**src/rdma_resp_settings.svh**
```systemverilog
`ifndef RDMA_RESP_SETTINGS_SVH
`define RDMA_RESP_SETTINGS_SVH

// stream geometry
`define AXIS_DATA_W 512
`define AXIS_KEEP_W 64

`define RESP_HDR_BYTES 58
`define RD_RESP_PAYLOAD_BYTES 256
`define ETH_HDR_BYTES 14
`define IPV4_HDR_BYTES 20

`define QP_TABLE_DEPTH 8
`define QP_IDX_W 3

`define ETHERTYPE_IPV4 16'h0800
`define IPV4_VER_IHL 8'h45
`define IPV4_TOS 8'hb8
`define IPV4_ID 16'h5555
`define IPV4_FLAGS 16'h4000      // don't fragment
`define IPV4_TTL 8'hba
`define IPV4_PROTO_UDP 8'h11

`define ROCE_UDP_SPORT 16'h6851
`define ROCE_UDP_DPORT 16'd4791

`define BTH_OP_RD_RESP_ONLY 8'h10
`define BTH_OP_ACK 8'h11
`define BTH_PKEY 16'h666f

`endif

```
**src/rdma_pkt_pkg.sv**
```systemverilog
`include "rdma_resp_settings.svh"

package rdma_pkt_pkg;

  typedef enum logic [0:0] {
    PKT_RD_RESP = 1'b0,
    PKT_ACK     = 1'b1
  } pkt_kind_t;

  // field view for the builder, byte view for the segmenter
  // bytes[RESP_HDR_BYTES-1] is the first byte on the wire
  typedef union packed {
    struct packed {
      logic [47:0] eth_dst;
      logic [47:0] eth_src;
      logic [15:0] eth_type;
      logic [7:0]  ip_ver_ihl;
      logic [7:0]  ip_tos;
      logic [15:0] ip_total_len;
      logic [15:0] ip_id;
      logic [15:0] ip_flags;
      logic [7:0]  ip_ttl;
      logic [7:0]  ip_proto;
      logic [15:0] ip_csum;
      logic [31:0] ip_src;
      logic [31:0] ip_dst;
      logic [15:0] udp_sport;
      logic [15:0] udp_dport;
      logic [15:0] udp_len;
      logic [15:0] udp_csum;
      logic [7:0]  bth_opcode;
      logic [7:0]  bth_flags;
      logic [15:0] bth_pkey;
      logic [7:0]  bth_rsvd_qp;
      logic [23:0] bth_dest_qp;
      logic [7:0]  bth_rsvd_psn;
      logic [23:0] bth_psn;
      logic [31:0] aeth;
    } fields;
    logic [`RESP_HDR_BYTES-1:0][7:0] bytes;
  } resp_hdr_u;

endpackage

```
**src/resp_hdr_if.sv**
```systemverilog
interface resp_hdr_if;
  import rdma_pkt_pkg::*;

  logic      hdr_valid;
  logic      hdr_ready;
  resp_hdr_u hdr;
  pkt_kind_t kind;  // selects payload and length in the segmenter

  modport builder (
    output hdr_valid,
    output hdr,
    output kind,
    input  hdr_ready
  );

  modport segmenter (
    input  hdr_valid,
    input  hdr,
    input  kind,
    output hdr_ready
  );

endinterface

```
**src/qp_context_table.sv**
```systemverilog
`include "rdma_resp_settings.svh"

module qp_context_table (
  input  logic                 core_clk,
  input  logic                 core_aresetn,
  input  logic                 wr_en_i,
  input  logic [`QP_IDX_W-1:0] wr_idx_i,
  input  logic [47:0]          wr_mac_i,
  input  logic [31:0]          wr_ip_i,
  input  logic [`QP_IDX_W-1:0] rd_idx_i,
  output logic [47:0]          rd_mac_o,
  output logic [31:0]          rd_ip_o
);

  logic [47:0] mac_q [`QP_TABLE_DEPTH];
  logic [31:0] ip_q  [`QP_TABLE_DEPTH];

  // small enough to keep in flops, cleared so unconfigured QPs read zero
  always_ff @(posedge core_clk or negedge core_aresetn) begin
    if (!core_aresetn) begin
      for (int i = 0; i < `QP_TABLE_DEPTH; i++) begin
        mac_q[i] <= '0;
        ip_q[i]  <= '0;
      end
    end else if (wr_en_i) begin
      mac_q[wr_idx_i] <= wr_mac_i;
      ip_q[wr_idx_i]  <= wr_ip_i;
    end
  end

  assign rd_mac_o = mac_q[rd_idx_i];  // async read
  assign rd_ip_o  = ip_q[rd_idx_i];

endmodule

```
**src/ipv4_checksum.sv**
```systemverilog
`include "rdma_resp_settings.svh"

module ipv4_checksum (
  input  logic [15:0] ip_len_i,
  input  logic [31:0] src_ip_i,
  input  logic [31:0] dst_ip_i,
  output logic [15:0] csum_o
);

  logic [19:0] sum;
  logic [16:0] fold1;
  logic [15:0] fold2;

  // ten header words, checksum word counted as zero
  assign sum = 20'({`IPV4_VER_IHL, `IPV4_TOS}) +
               20'(ip_len_i) +
               20'(`IPV4_ID) +
               20'(`IPV4_FLAGS) +
               20'({`IPV4_TTL, `IPV4_PROTO_UDP}) +
               20'(src_ip_i[31:16]) +
               20'(src_ip_i[15:0]) +
               20'(dst_ip_i[31:16]) +
               20'(dst_ip_i[15:0]);

  assign fold1 = 17'(sum[15:0]) + 17'(sum[19:16]);
  assign fold2 = fold1[15:0] + 16'(fold1[16]);  // second fold cannot carry again

  assign csum_o = ~fold2;

endmodule

```
**src/resp_hdr_builder.sv**
```systemverilog
`include "rdma_resp_settings.svh"

module resp_hdr_builder (
  input  logic                      core_clk,
  input  logic                      core_aresetn,
  input  logic                      req_valid_i,
  output logic                      req_ready_o,
  input  logic [`AXIS_DATA_W-1:0]   req_data_i,
  input  logic                      req_last_i,
  input  rdma_pkt_pkg::pkt_kind_t   req_kind_i,
  input  logic                      cfg_we_i,
  input  logic [`QP_IDX_W-1:0]      cfg_qp_i,
  input  logic [47:0]               cfg_mac_i,
  input  logic [31:0]               cfg_ip_i,
  input  logic [47:0]               src_mac_i,
  input  logic [31:0]               src_ip_i,
  resp_hdr_if.builder               hdr_o
);
  import rdma_pkt_pkg::*;

  localparam int RD_PKT_BYTES = `RESP_HDR_BYTES + `RD_RESP_PAYLOAD_BYTES;

  typedef enum logic [1:0] {
    S_IDLE,
    S_DRAIN,
    S_HOLD
  } state_t;

  state_t      state_q;
  logic        req_fire;
  logic [23:0] qp_q;
  logic [23:0] psn_q;
  pkt_kind_t   kind_q;
  logic [23:0] qp_sel;
  logic [23:0] psn_sel;
  pkt_kind_t   kind_sel;
  logic [47:0] ctx_mac;
  logic [31:0] ctx_ip;
  logic [15:0] ip_len;
  logic [15:0] udp_len;
  logic [15:0] ip_csum;
  resp_hdr_u   hdr_nxt;
  resp_hdr_u   hdr_q;

  assign req_ready_o = (state_q != S_HOLD);
  assign req_fire    = req_valid_i && req_ready_o;

  // descriptor fields live on the first beat only
  always_comb begin
    if (state_q == S_IDLE) begin
      qp_sel   = {req_data_i[47*8 +: 8], req_data_i[48*8 +: 8], req_data_i[49*8 +: 8]};
      psn_sel  = {req_data_i[51*8 +: 8], req_data_i[52*8 +: 8], req_data_i[53*8 +: 8]};
      kind_sel = req_kind_i;
    end else begin
      qp_sel   = qp_q;
      psn_sel  = psn_q;
      kind_sel = kind_q;
    end
  end

  qp_context_table u_ctx (
    .core_clk     (core_clk),
    .core_aresetn (core_aresetn),
    .wr_en_i      (cfg_we_i),
    .wr_idx_i     (cfg_qp_i),
    .wr_mac_i     (cfg_mac_i),
    .wr_ip_i      (cfg_ip_i),
    .rd_idx_i     (qp_sel[`QP_IDX_W-1:0]),
    .rd_mac_o     (ctx_mac),
    .rd_ip_o      (ctx_ip)
  );

  assign ip_len  = (kind_sel == PKT_RD_RESP) ? 16'(RD_PKT_BYTES - `ETH_HDR_BYTES) :
                                               16'(`RESP_HDR_BYTES - `ETH_HDR_BYTES);
  assign udp_len = ip_len - 16'(`IPV4_HDR_BYTES);

  ipv4_checksum u_csum (
    .ip_len_i (ip_len),
    .src_ip_i (src_ip_i),
    .dst_ip_i (ctx_ip),
    .csum_o   (ip_csum)
  );

  always_comb begin
    hdr_nxt.fields.eth_dst      = ctx_mac;
    hdr_nxt.fields.eth_src      = src_mac_i;
    hdr_nxt.fields.eth_type     = `ETHERTYPE_IPV4;
    hdr_nxt.fields.ip_ver_ihl   = `IPV4_VER_IHL;
    hdr_nxt.fields.ip_tos       = `IPV4_TOS;
    hdr_nxt.fields.ip_total_len = ip_len;
    hdr_nxt.fields.ip_id        = `IPV4_ID;
    hdr_nxt.fields.ip_flags     = `IPV4_FLAGS;
    hdr_nxt.fields.ip_ttl       = `IPV4_TTL;
    hdr_nxt.fields.ip_proto     = `IPV4_PROTO_UDP;
    hdr_nxt.fields.ip_csum      = ip_csum;
    hdr_nxt.fields.ip_src       = src_ip_i;
    hdr_nxt.fields.ip_dst       = ctx_ip;
    hdr_nxt.fields.udp_sport    = `ROCE_UDP_SPORT;
    hdr_nxt.fields.udp_dport    = `ROCE_UDP_DPORT;
    hdr_nxt.fields.udp_len      = udp_len;
    hdr_nxt.fields.udp_csum     = 16'h0000;  // unused for roce v2
    hdr_nxt.fields.bth_opcode   = (kind_sel == PKT_RD_RESP) ? `BTH_OP_RD_RESP_ONLY : `BTH_OP_ACK;
    hdr_nxt.fields.bth_flags    = 8'h00;
    hdr_nxt.fields.bth_pkey     = `BTH_PKEY;
    hdr_nxt.fields.bth_rsvd_qp  = 8'h00;
    hdr_nxt.fields.bth_dest_qp  = qp_sel;
    hdr_nxt.fields.bth_rsvd_psn = 8'h00;
    hdr_nxt.fields.bth_psn      = psn_sel;
    hdr_nxt.fields.aeth         = 32'h0000_0000;
  end

  always_ff @(posedge core_clk or negedge core_aresetn) begin
    if (!core_aresetn) begin
      state_q <= S_IDLE;
    end else begin
      case (state_q)
        S_IDLE:  if (req_fire) state_q <= req_last_i ? S_HOLD : S_DRAIN;
        S_DRAIN: if (req_fire && req_last_i) state_q <= S_HOLD;  // trailing beats dropped
        S_HOLD:  if (hdr_o.hdr_ready) state_q <= S_IDLE;
        default: state_q <= S_IDLE;
      endcase
    end
  end

  always_ff @(posedge core_clk) begin
    if (req_fire && state_q == S_IDLE) begin
      qp_q   <= qp_sel;
      psn_q  <= psn_sel;
      kind_q <= kind_sel;
    end
    if (req_fire && req_last_i) hdr_q <= hdr_nxt;  // frozen until handoff
  end

  assign hdr_o.hdr_valid = (state_q == S_HOLD);
  assign hdr_o.hdr       = hdr_q;
  assign hdr_o.kind      = kind_q;

endmodule

```
**src/beat_segmenter.sv**
```systemverilog
`include "rdma_resp_settings.svh"

module beat_segmenter (
  input  logic                    core_clk,
  input  logic                    core_aresetn,
  resp_hdr_if.segmenter           hdr_i,
  output logic [`AXIS_DATA_W-1:0] tx_tdata_o,
  output logic [`AXIS_KEEP_W-1:0] tx_tkeep_o,
  output logic                    tx_tvalid_o,
  output logic                    tx_tlast_o,
  input  logic                    tx_tready_i
);
  import rdma_pkt_pkg::*;

  localparam int RD_PKT_BYTES = `RESP_HDR_BYTES + `RD_RESP_PAYLOAD_BYTES;
  localparam int IMG_BEATS    = (RD_PKT_BYTES + `AXIS_KEEP_W - 1) / `AXIS_KEEP_W;
  localparam int IMG_BYTES    = IMG_BEATS * `AXIS_KEEP_W;
  localparam int BEAT_W       = $clog2(IMG_BEATS);
  localparam int LEN_W        = $clog2(IMG_BYTES + 1);
  localparam int LANE_W       = $clog2(`AXIS_KEEP_W);
  localparam int PSN_LSB_BYTE = 53;  // last byte of the bth psn

  logic                                    busy_q;
  logic [BEAT_W-1:0]                       beat_q;
  logic [LEN_W-1:0]                        rem_q;
  logic [IMG_BEATS-1:0][`AXIS_DATA_W-1:0]  img_q;
  logic [IMG_BYTES-1:0][7:0]               img_nxt;
  logic [7:0]                              psn_lsb;
  logic [LEN_W-1:0]                        pkt_len;
  logic                                    last_beat;
  logic                                    beat_fire;
  logic                                    hdr_fire;

  assign last_beat = (rem_q <= LEN_W'(`AXIS_KEEP_W));
  assign beat_fire = busy_q && tx_tready_i;

  // next header may land on the same edge as the final beat
  assign hdr_i.hdr_ready = !busy_q || (beat_fire && last_beat);
  assign hdr_fire        = hdr_i.hdr_valid && hdr_i.hdr_ready;

  assign pkt_len = (hdr_i.kind == PKT_RD_RESP) ? LEN_W'(RD_PKT_BYTES) :
                                                 LEN_W'(`RESP_HDR_BYTES);
  assign psn_lsb = hdr_i.hdr.bytes[`RESP_HDR_BYTES-1-PSN_LSB_BYTE];

  // packet byte k ends up in img_nxt[k]
  always_comb begin
    for (int k = 0; k < IMG_BYTES; k++) begin
      img_nxt[k] = 8'h00;
    end
    for (int k = 0; k < `RESP_HDR_BYTES; k++) begin
      img_nxt[k] = hdr_i.hdr.bytes[`RESP_HDR_BYTES-1-k];
    end
    if (hdr_i.kind == PKT_RD_RESP) begin
      for (int k = `RESP_HDR_BYTES; k < RD_PKT_BYTES; k++) begin
        img_nxt[k] = psn_lsb;
      end
    end
  end

  always_ff @(posedge core_clk or negedge core_aresetn) begin
    if (!core_aresetn) begin
      busy_q <= 1'b0;
      beat_q <= '0;
      rem_q  <= '0;
    end else if (hdr_fire) begin
      busy_q <= 1'b1;
      beat_q <= '0;
      rem_q  <= pkt_len;
    end else if (beat_fire) begin
      if (last_beat) begin
        busy_q <= 1'b0;
      end else begin
        beat_q <= beat_q + 1'b1;
        rem_q  <= rem_q - LEN_W'(`AXIS_KEEP_W);
      end
    end
  end

  always_ff @(posedge core_clk) begin
    if (hdr_fire) img_q <= img_nxt;
  end

  // all outputs come from state, so they hold while stalled
  assign tx_tvalid_o = busy_q;
  assign tx_tlast_o  = busy_q && last_beat;
  assign tx_tdata_o  = img_q[beat_q];
  assign tx_tkeep_o  = (rem_q >= LEN_W'(`AXIS_KEEP_W)) ? '1 :
                       ((`AXIS_KEEP_W'(1) << rem_q[LANE_W-1:0]) - `AXIS_KEEP_W'(1));

endmodule

```
**src/rdma_resp_pkt_gen_top.sv**
```systemverilog
`include "rdma_resp_settings.svh"

module rdma_resp_pkt_gen_top (
  input  logic                    core_clk,
  input  logic                    core_aresetn,
  // descriptors from the wqe processor
  input  logic                    req_valid_i,
  output logic                    req_ready_o,
  input  logic [`AXIS_DATA_W-1:0] req_data_i,
  input  logic                    req_last_i,
  input  logic                    req_kind_i,
  // context table writes
  input  logic                    cfg_we_i,
  input  logic [`QP_IDX_W-1:0]    cfg_qp_i,
  input  logic [47:0]             cfg_mac_i,
  input  logic [31:0]             cfg_ip_i,
  input  logic [47:0]             src_mac_i,
  input  logic [31:0]             src_ip_i,
  output logic [`AXIS_DATA_W-1:0] tx_tdata_o,
  output logic [`AXIS_KEEP_W-1:0] tx_tkeep_o,
  output logic                    tx_tvalid_o,
  output logic                    tx_tlast_o,
  input  logic                    tx_tready_i
);
  import rdma_pkt_pkg::*;

  resp_hdr_if hdr_if ();

  resp_hdr_builder u_builder (
    .core_clk     (core_clk),
    .core_aresetn (core_aresetn),
    .req_valid_i  (req_valid_i),
    .req_ready_o  (req_ready_o),
    .req_data_i   (req_data_i),
    .req_last_i   (req_last_i),
    .req_kind_i   (pkt_kind_t'(req_kind_i)),  // 0 read response, 1 ack
    .cfg_we_i     (cfg_we_i),
    .cfg_qp_i     (cfg_qp_i),
    .cfg_mac_i    (cfg_mac_i),
    .cfg_ip_i     (cfg_ip_i),
    .src_mac_i    (src_mac_i),
    .src_ip_i     (src_ip_i),
    .hdr_o        (hdr_if.builder)
  );

  beat_segmenter u_segmenter (
    .core_clk     (core_clk),
    .core_aresetn (core_aresetn),
    .hdr_i        (hdr_if.segmenter),
    .tx_tdata_o   (tx_tdata_o),
    .tx_tkeep_o   (tx_tkeep_o),
    .tx_tvalid_o  (tx_tvalid_o),
    .tx_tlast_o   (tx_tlast_o),
    .tx_tready_i  (tx_tready_i)
  );

endmodule

```
**config.mk**
```make
export PLATFORM = sky130hd
export DESIGN_NAME = rdma_resp_pkt_gen_top
export DESIGN_NICKNAME = d
export VERILOG_FILES = /design/src/rdma_pkt_pkg.sv /design/src/resp_hdr_if.sv /design/src/qp_context_table.sv /design/src/ipv4_checksum.sv /design/src/resp_hdr_builder.sv /design/src/beat_segmenter.sv /design/src/rdma_resp_pkt_gen_top.sv
export VERILOG_INCLUDE_DIRS = /design/src
export SDC_FILE = /design/constraint.sdc
export NUM_CORES = 1
export LEC_CHECK = 0
export ABC_CLOCK_PERIOD_IN_PS = 19800
export BUFFER_PORTS_ARGS = -buffer_cell sky130_fd_sc_hd__buf_2
export CAP_MARGIN = 20
export CORE_AREA = 2 2 492 494
export CTS_CLUSTER_DIAMETER = 80
export DETAILED_ROUTE_END_ITERATION = 10
export DIE_AREA = 0 0 494 496
export PLACE_DENSITY_LB_ADDON = 0.12
export SLEW_MARGIN = 20
export SYNTH_ARGS = -nofsm -noshare
export SYNTH_HDL_FRONTEND = slang
export SYNTH_SLANG_ARGS = --single-unit
```
**constraint.sdc**
```tcl
create_clock -name core_clk -period 19.8 [get_ports core_clk]
set_input_delay 0.99 -clock core_clk [delete_from_list [all_inputs] [get_ports core_clk]]
set_output_delay 0.99 -clock core_clk [all_outputs]
set_load 0.01 [all_outputs]
```
== After elaboration in Yosys (flattened, before gate mapping) ==
Cells that the tools add are included.

* Shifts and indexed selects: 1
* Bitwise logic cells: 3
* Order comparisons: 6
* Reduce and logical (&&, ||, !) cells: 16
* Equal/unequal tests: 7
* Add/sub/neg operators: 14
* Multiplexer cells: 35

{| class="wikitable"
|+ Operators by type and width
! operator !! number
|-
| $bmux 512 s3 || 1
|-
| $mux 512 || 1
|-
| $bwmux 384 || 1
|-
| $bwmux 256 || 1
|-
| $bmux 48 s3 || 1
|-
| $demux 48 s3 || 1
|-
| $mux 48 || 3
|-
| $bmux 32 s3 || 1
|-
| $demux 32 s3 || 1
|-
| $mux 32 || 3
|-
| $add 20x16->20 || 4
|-
| $mux 64 || 1
|-
| $shl 1x6->64 const A || 1
|-
| $sub 64x1->64 const B || 1
|-
| $mux 24 || 2
|-
| $mux 9 || 5
|-
| $add 20x15->20 const B || 2
|-
| $add 20x16->20 const B || 1
|-
| $add 15x16->17 const A || 1
|-
| $add 16x4->17 || 1
|-
| $add 16x1->16 || 1
|-
| $not 16->16 || 1
|-
| $sub 16x5->16 const B || 1
|-
| $ge 9x7->1 const B || 1
|-
| other kinds (22) || 45
|}

* Input bits: 682
* Logic and storage cells: 110
* Register bits after elaboration: 2256

== Depth between registers and ports, before layout ==
Gate-level depths: netlist of run 1.

* Depth in word-level cells: 14
* Mapped depth: 43

== Cells and area by module ==
From an unflattened synthesis of run 1, not the netlist that was laid out.

* Cells, all modules: 3911
* Area total of the unflattened synthesis: 62333.5 µm²

{| class="wikitable"
|+ Modules (own cells, without submodules)
! module !! cells each !! area each (µm²) !! instances
|-
| qp_context_table || 1644 || 28429.8 || 1
|-
| beat_segmenter || 1261 || 19705.1 || 1
|-
| resp_hdr_builder || 581 || 10789.1 || 1
|-
| ipv4_checksum || 425 || 3409.5 || 1
|}

== Worst setup path after synthesis of run 1 ==
No wires, ideal clock.

* Path type: input -> register
* From: input tx_tready_i
* To: register u_segmenter.rem_q[4]
* Arrival time: 13.621 ns
* Stages on the path: 3
* Path slack: 6.039 ns
* Required time: 19.660 ns
* Path through: nand2_1 -> a21oi_1 -> or2_2

* Cells in the longest elaborated chain, start to end: 6

{| class="wikitable"
|+ Ends and longest elaborated chain
! element !! line !! source
|-
| start: declaration || rdma_resp_pkt_gen_top.sv:23 || <nowiki>input logic tx_tready_i</nowiki>
|-
| $logic_and 1x1->1 (*) || beat_segmenter.sv:35 || <nowiki>assign beat_fire = busy_q && tx_tready_i;</nowiki>
|-
| $logic_and 1x1->1 (*) || beat_segmenter.sv:38 || <nowiki>assign hdr_i.hdr_ready = !busy_q || (beat_fire && last_beat);</nowiki>
|-
| $logic_or 1x1->1 (*) || beat_segmenter.sv:38 ||
|-
| $logic_and 1x1->1 (*) || beat_segmenter.sv:39 || <nowiki>assign hdr_fire = hdr_i.hdr_valid && hdr_i.hdr_ready;</nowiki>
|-
| net u_segmenter.hdr_fire || beat_segmenter.sv:32 || <nowiki>logic hdr_fire;</nowiki>
|-
| $ne 2x2->1 (no line) or $reduce_bool 2->1 (tied branches) || - ||
|-
| $reduce_and 2->1 (no line) || - ||
|-
| end signal: assignment || beat_segmenter.sv:68 || <nowiki>rem_q <= pkt_len;</nowiki>
|-
| end signal: assignment || beat_segmenter.sv:74 || <nowiki>rem_q <= rem_q - LEN_W'(`AXIS_KEEP_W);</nowiki>
|-
| end: declaration || beat_segmenter.sv:25 || <nowiki>logic [LEN_W-1:0] rem_q;</nowiki>
|}

Mark *: on every way through the listed nets, which the timed path passes. The rest lies on a longest branch.
A chain may end at the register's enable or synchronous reset.

==> results of run 1 <==
-- synth_stat cells, drive strengths merged, types with 13 or more instances --
master  instances
nand3         412
xnor2          18
nor2           33
ha             60
dfrtp         650
a21o          229
o21ai         106
nand2b         19
fa             36
and2           14
buf           295
xor2           13
clkbuf        241
mux2          685
a21oi          15
edfxtp        509
nor2b          25
inv            98
nand2         763
-- area by class of cell --
| class | instances | area, µm² |
|---|---|---|
| inverter | 99 | 384 |
| clock buffer | 216 | 4270 |
| sequential | 1159 | 31600 |
| multi-input combinational | 2548 | 18200 |
| antenna | 18 | 45.0 |
| clock inverter | 49 | 417 |
| timing repair buffer | 859 | 4640 |
| fill | 25216 | 176000 |
| tap | 3185 | 3990 |
-- flip-flops by register name, summed over array words and instances, names as in the netlist --
register                 cells
u_segmenter.img_q          234
u_builder.u_ctx.mac_q      384
u_segmenter.rem_q            4
u_builder.u_ctx.ip_q       256
u_segmenter.beat_q           3
u_builder.hdr_o.kind         1
u_builder.qp_q              24
u_builder.hdr_o.hdr        226
u_segmenter.tx_tvalid_o      1
u_builder.state_q            2
u_builder.psn_q             24
-- final timing paths --
kind | startpoint | endpoint | slack, ns
worst max-delay path | u_builder.state_q[1] | u_builder.hdr_o.hdr[270] | 7.40
worst min-delay path | core_aresetn | u_builder.u_ctx.mac_q[44] | 0.20
worst max register to register | u_builder.state_q[1] | u_builder.hdr_o.hdr[270] | 7.40
worst min register to register | u_builder.hdr_o.hdr[455] | u_segmenter.img_q[15] | 0.41
max in group asynchronous | core_aresetn | u_segmenter.beat_q[2] | 16.55
min in group core_clk | src_mac_i[45] | u_builder.hdr_o.hdr[413] | 0.37
-- kinds of logic after synthesis --
logic type | Yosys count | share of synthesized area
buf+inv | 635 | 0.0644
compound gates | 396 | 0.0517
fa+ha+maj | 96 | 0.0277
xor+xnor | 32 | 0.00557
flops | 1159 | 0.595
mux | 690 | 0.146
simple gates | 1320 | 0.109
other cells | 2 | 0.000142
-- layer usage --
metal | vias to the layer above | wire length (µm) | global-route usage
met4 | 56 | 3530 | 0.0308
met1 | 18067 | 95200 | 0.224
met5 | - | 372 | 0
li1 | 15791 | - | -
met2 | 1043 | 101000 | 0.281
met3 | 288 | 12800 | 0.0428
-- through the flow --
| stage | power [mW] | setup WS [ns] | hold slack, ns |
|---|---|---|---|
| finish | 13.2 | 7.40 | 0.202 |
| global route | 14.2 | 6.43 | 0.222 |
| CTS | 13.5 | 7.18 | 0.201 |
| detailed placement | 10.7 | 6.81 | 0.405 |
| global placement | 10.7 | 6.84 | 0.401 |
| floorplan | 8.35 | 6.04 | 0.400 |
-- power groups by stage --
stage	logic (mW)	registers [mW]	clock network, mW
3_5_place_dp	7.22	3.52	0
3_3_place_gp	7.22	3.51	0
6_report	7.11	3.48	2.64
4_1_cts	7.26	3.48	2.75
2_1_floorplan	4.87	3.49	0
5_1_grt	7.84	3.54	2.84
==> metrics.txt, run 1 <==
Pleak 27.6 nW; total number of vias 35.2k; post-synth cell types 67; Post-CTS Hold Buffers 0; Crit Path Max Fanout 44; Clock Pin Slew Worst Setup and Hold Paths 0.06 ns; Internal Power 7.34 mW; CTS H-tree lvls 4; Core Box Area 240000 µm²; Cells after Synth 4330; HPWL Detailed 136000 µm; final setup fails 0; Crit-path slowest cell o21ai_1; sequential cell area fraction in the yosys report 0.595; PD cells 208 nW/µm²; EDFF count, synth 509; first-pass GRT wire length 291000 µm; Worst Path Buf+Inv 8; RD Place Congestion 0.781; post_cts resized 0; DRC errors left 0; Final nets 5593; postcts setup bufs 0; die area 245000 µm²; non-filler cells, final 8133; Worst Hold Class in -> async; worst-skew pair later-pin latency 0.79 ns; Post-DP Area 58800 µm²; number of I/O pins 1261; Yosys reg bits 1159; post-synth top area share 0.307; RSZ-0062 raised after global routing false; commonest non-fill, non-tap cell in the layout buf_2; largest net degree at the start of global routing 169; Synth Area per Inst 12.3 µm²; initial detailed-routing violation count 2102; placed cells 7850; gr ovfl total 0; Root Driver clkbuf_16; Clock power frac 0.200; worst slew pin tran 1.23 ns; CTS tree yes; Tcrit/Tclk final 0.626; vias in the first global route 35.0k; # rows 180; status finished clean; Hold Vio Cnt, Final 0; Async SR Flop Fraction 0.561; initial antenna violation count 88; crit path DAT 12.96 ns; commonest register cell after synthesis dfrtp_1; cell taking the most area after synthesis dfrtp_1; layout cells sized above 1 0.364; number of vias per cell 4.33; WP depth 43; area grow syn2layout 19.8%; critical path startpoint category register; slowest cell delay on critical path 0.89 ns; Clock Tree Buf Depth 3; WS Path Type reg -> reg; YS warnings 0; IR Drop Worst-Case VDD 0.262 mV; Switching Share 0.446; Inserted Clock Buffers 148; Flop pwr share 0.263; synthesized area 53000 µm²; routed wire length 213000 µm; CTS sink cnt 1159; WL per Instance 26.2 µm; final count of pins violating max slew 0; Top Family by Delay on Critical Path simple AND/OR/NAND/NOR gates; Synth area leaders dfrtp_1 (31%), edfxtp_1 (29%), mux2_2 (15%), nand2_1 (5.4%), buf_4 (3.9%); relative slew slack 0.180; Pre-antenna DRT Iters 5; Max Cap Viol 0; Final ANT Viol Nets 0; Comb power frac 0.537; Total Routing Usage GR 0.169; die width 494 µm; worst r2r path cells 43; Final min period 12.40 ns; fmax 80.6 MHz; Worst EP required 20.35 ns; Util after Layout 0.265; Max Clock Skew 0.0300 ns; Die Ht 496 µm; cell area after layout 63500 µm²; most frequent cells in the layout buf_2 (795), nand2_1 (763), mux2_2 (685), dfrtp_1 (650), edfxtp_1 (509); Starting Density 0.221; endpoint class of the critical path register; total negative setup slack 0 ns; Switch Pwr 5.90 mW; PortBufs 796
No activity file was read; power rests on OpenSTA's default activity.
==> run 2, diff against run 1 <==
Settings changed: ABC_CLOCK_PERIOD_IN_PS 19800 to 12700.
Clock period 19.8 ns to 12.7 ns, I/O delays scaled along.
==> run 2 against run 1 <==
Effect of this change:
- die area did not move
- sequential share of layout area shrank 0.74 points
- hold slack worse by 0.12 ns
- routed wire length is 0.29% higher
- clock-buffer cell count fell by 8
- highest routed layer unchanged
- clock power rose by 61%
- non-clock buffer count rose by 81
- sequential cell count did not move
- setup slack worse by 5.8 ns
==> metrics.txt, run 2 (synthesis gave the netlist of run 1 again) <==
status finished clean; number of I/O pins 1261; total number of vias 35.6k; HPWL Detailed 139000 µm; critical path startpoint category register; Pleak 28.0 nW; Inserted Clock Buffers 147; Max Clock Skew 0.0257 ns; CTS H-tree lvls 4; Clock Pin Slew Worst Setup and Hold Paths 0.06 ns; # rows 180; largest net degree at the start of global routing 172; DRC errors left 0; uppermost layer routed met5; IR Drop Worst-Case VDD 0.342 mV; number of vias per cell 4.34; initial antenna violation count 84; Tcrit/Tclk final 0.871; Final nets 5673; first-pass GRT wire length 292000 µm; Post-Route M1 WL 93100 µm; Final ANT Viol Nets 0; WS Path Type reg -> reg; Max Cap Viol 0; crit path DAT 11.58 ns; die area 245000 µm²; routed wire length 214000 µm; WL per Instance 26.0 µm; relative slew slack 0.193; met3 routed WL 14100 µm; Root Driver clkbuf_16; Util after Layout 0.269; final setup fails 0; layout cells sized above 1 0.366; commonest non-fill, non-tap cell in the layout buf_2; endpoint class of the critical path register; CTS tree yes; total negative setup slack 0 ns; Final min period 11.06 ns; Pre-antenna DRT Iters 5; Top reg by flops u_builder.u_ctx.mac_q; Core Box Area 240000 µm²; Worst Hold Class in -> reg; most frequent cells in the layout buf_2 (795), nand2_1 (763), mux2_2 (685), dfrtp_1 (650), edfxtp_1 (509); worst slew pin tran 1.20 ns; RSZ-0062 raised after global routing false; PD cells 323 nW/µm²; Total Routing Usage GR 0.170; vias in the first global route 35.5k; RD Place Congestion 0.783; Clock Tree Buf Depth 3; Crit Path Max Fanout 42; Starting Density 0.221; PortBufs 796; postcts setup bufs 0; die width 494 µm; final count of pins violating max slew 0; Die Ht 496 µm; Crit-path slowest cell mux2i_4; largest registers u_builder.u_ctx.mac_q x384, u_builder.u_ctx.ip_q x256, u_segmenter.img_q x234; slowest cell delay on critical path 0.80 ns; fmax 90.4 MHz; Pwr Total 20.9 mW; worst-skew pair later-pin latency 0.80 ns; Largest register FFs 384; gr ovfl total 0; area grow syn2layout 21.6%; met2 WL 98700 µm; Worst EP required 13.22 ns; Hold Vio Cnt, Final 0; initial detailed-routing violation count 1909; CTS sink cnt 1159
## run 2: area by class of cell
class	count	area [µm²]
antenna	19	47.5
clock buffer	208	4140
clock inverter	61	728
fill	25045	175000
inverter	99	384
multi-input combinational	2548	18300
sequential	1159	31600
tap	3185	3990
timing repair buffer	940	5410
## run 2: timing repair
action / CTS / global route
hold buffers: 53 / 0
hold endpoints to repair: 136 / 0
gates resized for setup: 0 / 0
## run 2: path summary, 6_finish.rpt
| check | slack [ns] | startpoint | end | cells past startpoint |
|---|---|---|---|---|
| min in group asynchronous | 0.43 | core_aresetn | u_builder.u_ctx.mac_q[139] | 2 |
| max in group asynchronous | 9.49 | core_aresetn | u_builder.u_ctx.ip_q[198] | 5 |
| setup / recovery | 1.64 | u_builder.state_q[0] | u_builder.hdr_o.hdr[270] | 37 |
| setup reg to reg | 1.64 | u_builder.state_q[0] | u_builder.hdr_o.hdr[270] | 37 |
| hold reg to reg | 0.40 | u_builder.hdr_o.hdr[196] | u_segmenter.img_q[268] | 0 |
| hold / removal | 0.08 | src_mac_i[2] | u_builder.hdr_o.hdr[370] | 1 |
## run 2: stage by stage
stage,setup slack [ns],std cells,hold slack (ns),area (µm²)
after floorplan,1.15,4342,0.339,53100
after global placement,1.51,7876,0.400,59000
after detailed placement,1.53,7876,0.405,59000
after CTS,1.47,8198,0.00106,64400
after global routing,0.662,8213,0.0355,64500
final,1.64,8219,0.0812,64500
## run 2: per-layer routing
layer	track usage	vias up
met4	0.0601	52
met2	0.274	1068
met5	0	-
met1	0.220	18231
met3	0.0451	316
li1	-	15975
## run 2: worst max-delay path, delay by kind of cell (launching register included)
kind            cells  cell delay [ns]
simple gates       14             3.03
fa+ha+maj           6             2.73
compound gates      9             2.52
buf+inv             5             0.81
mux                 1             0.80
flops               1             0.41
xor+xnor            2             0.39
## run 2: where the power goes
group          internal, mW  switching, mW
logic                  4.05           7.12
registers              5.07          0.360
clock network          2.49           1.76
total                  11.6           9.24
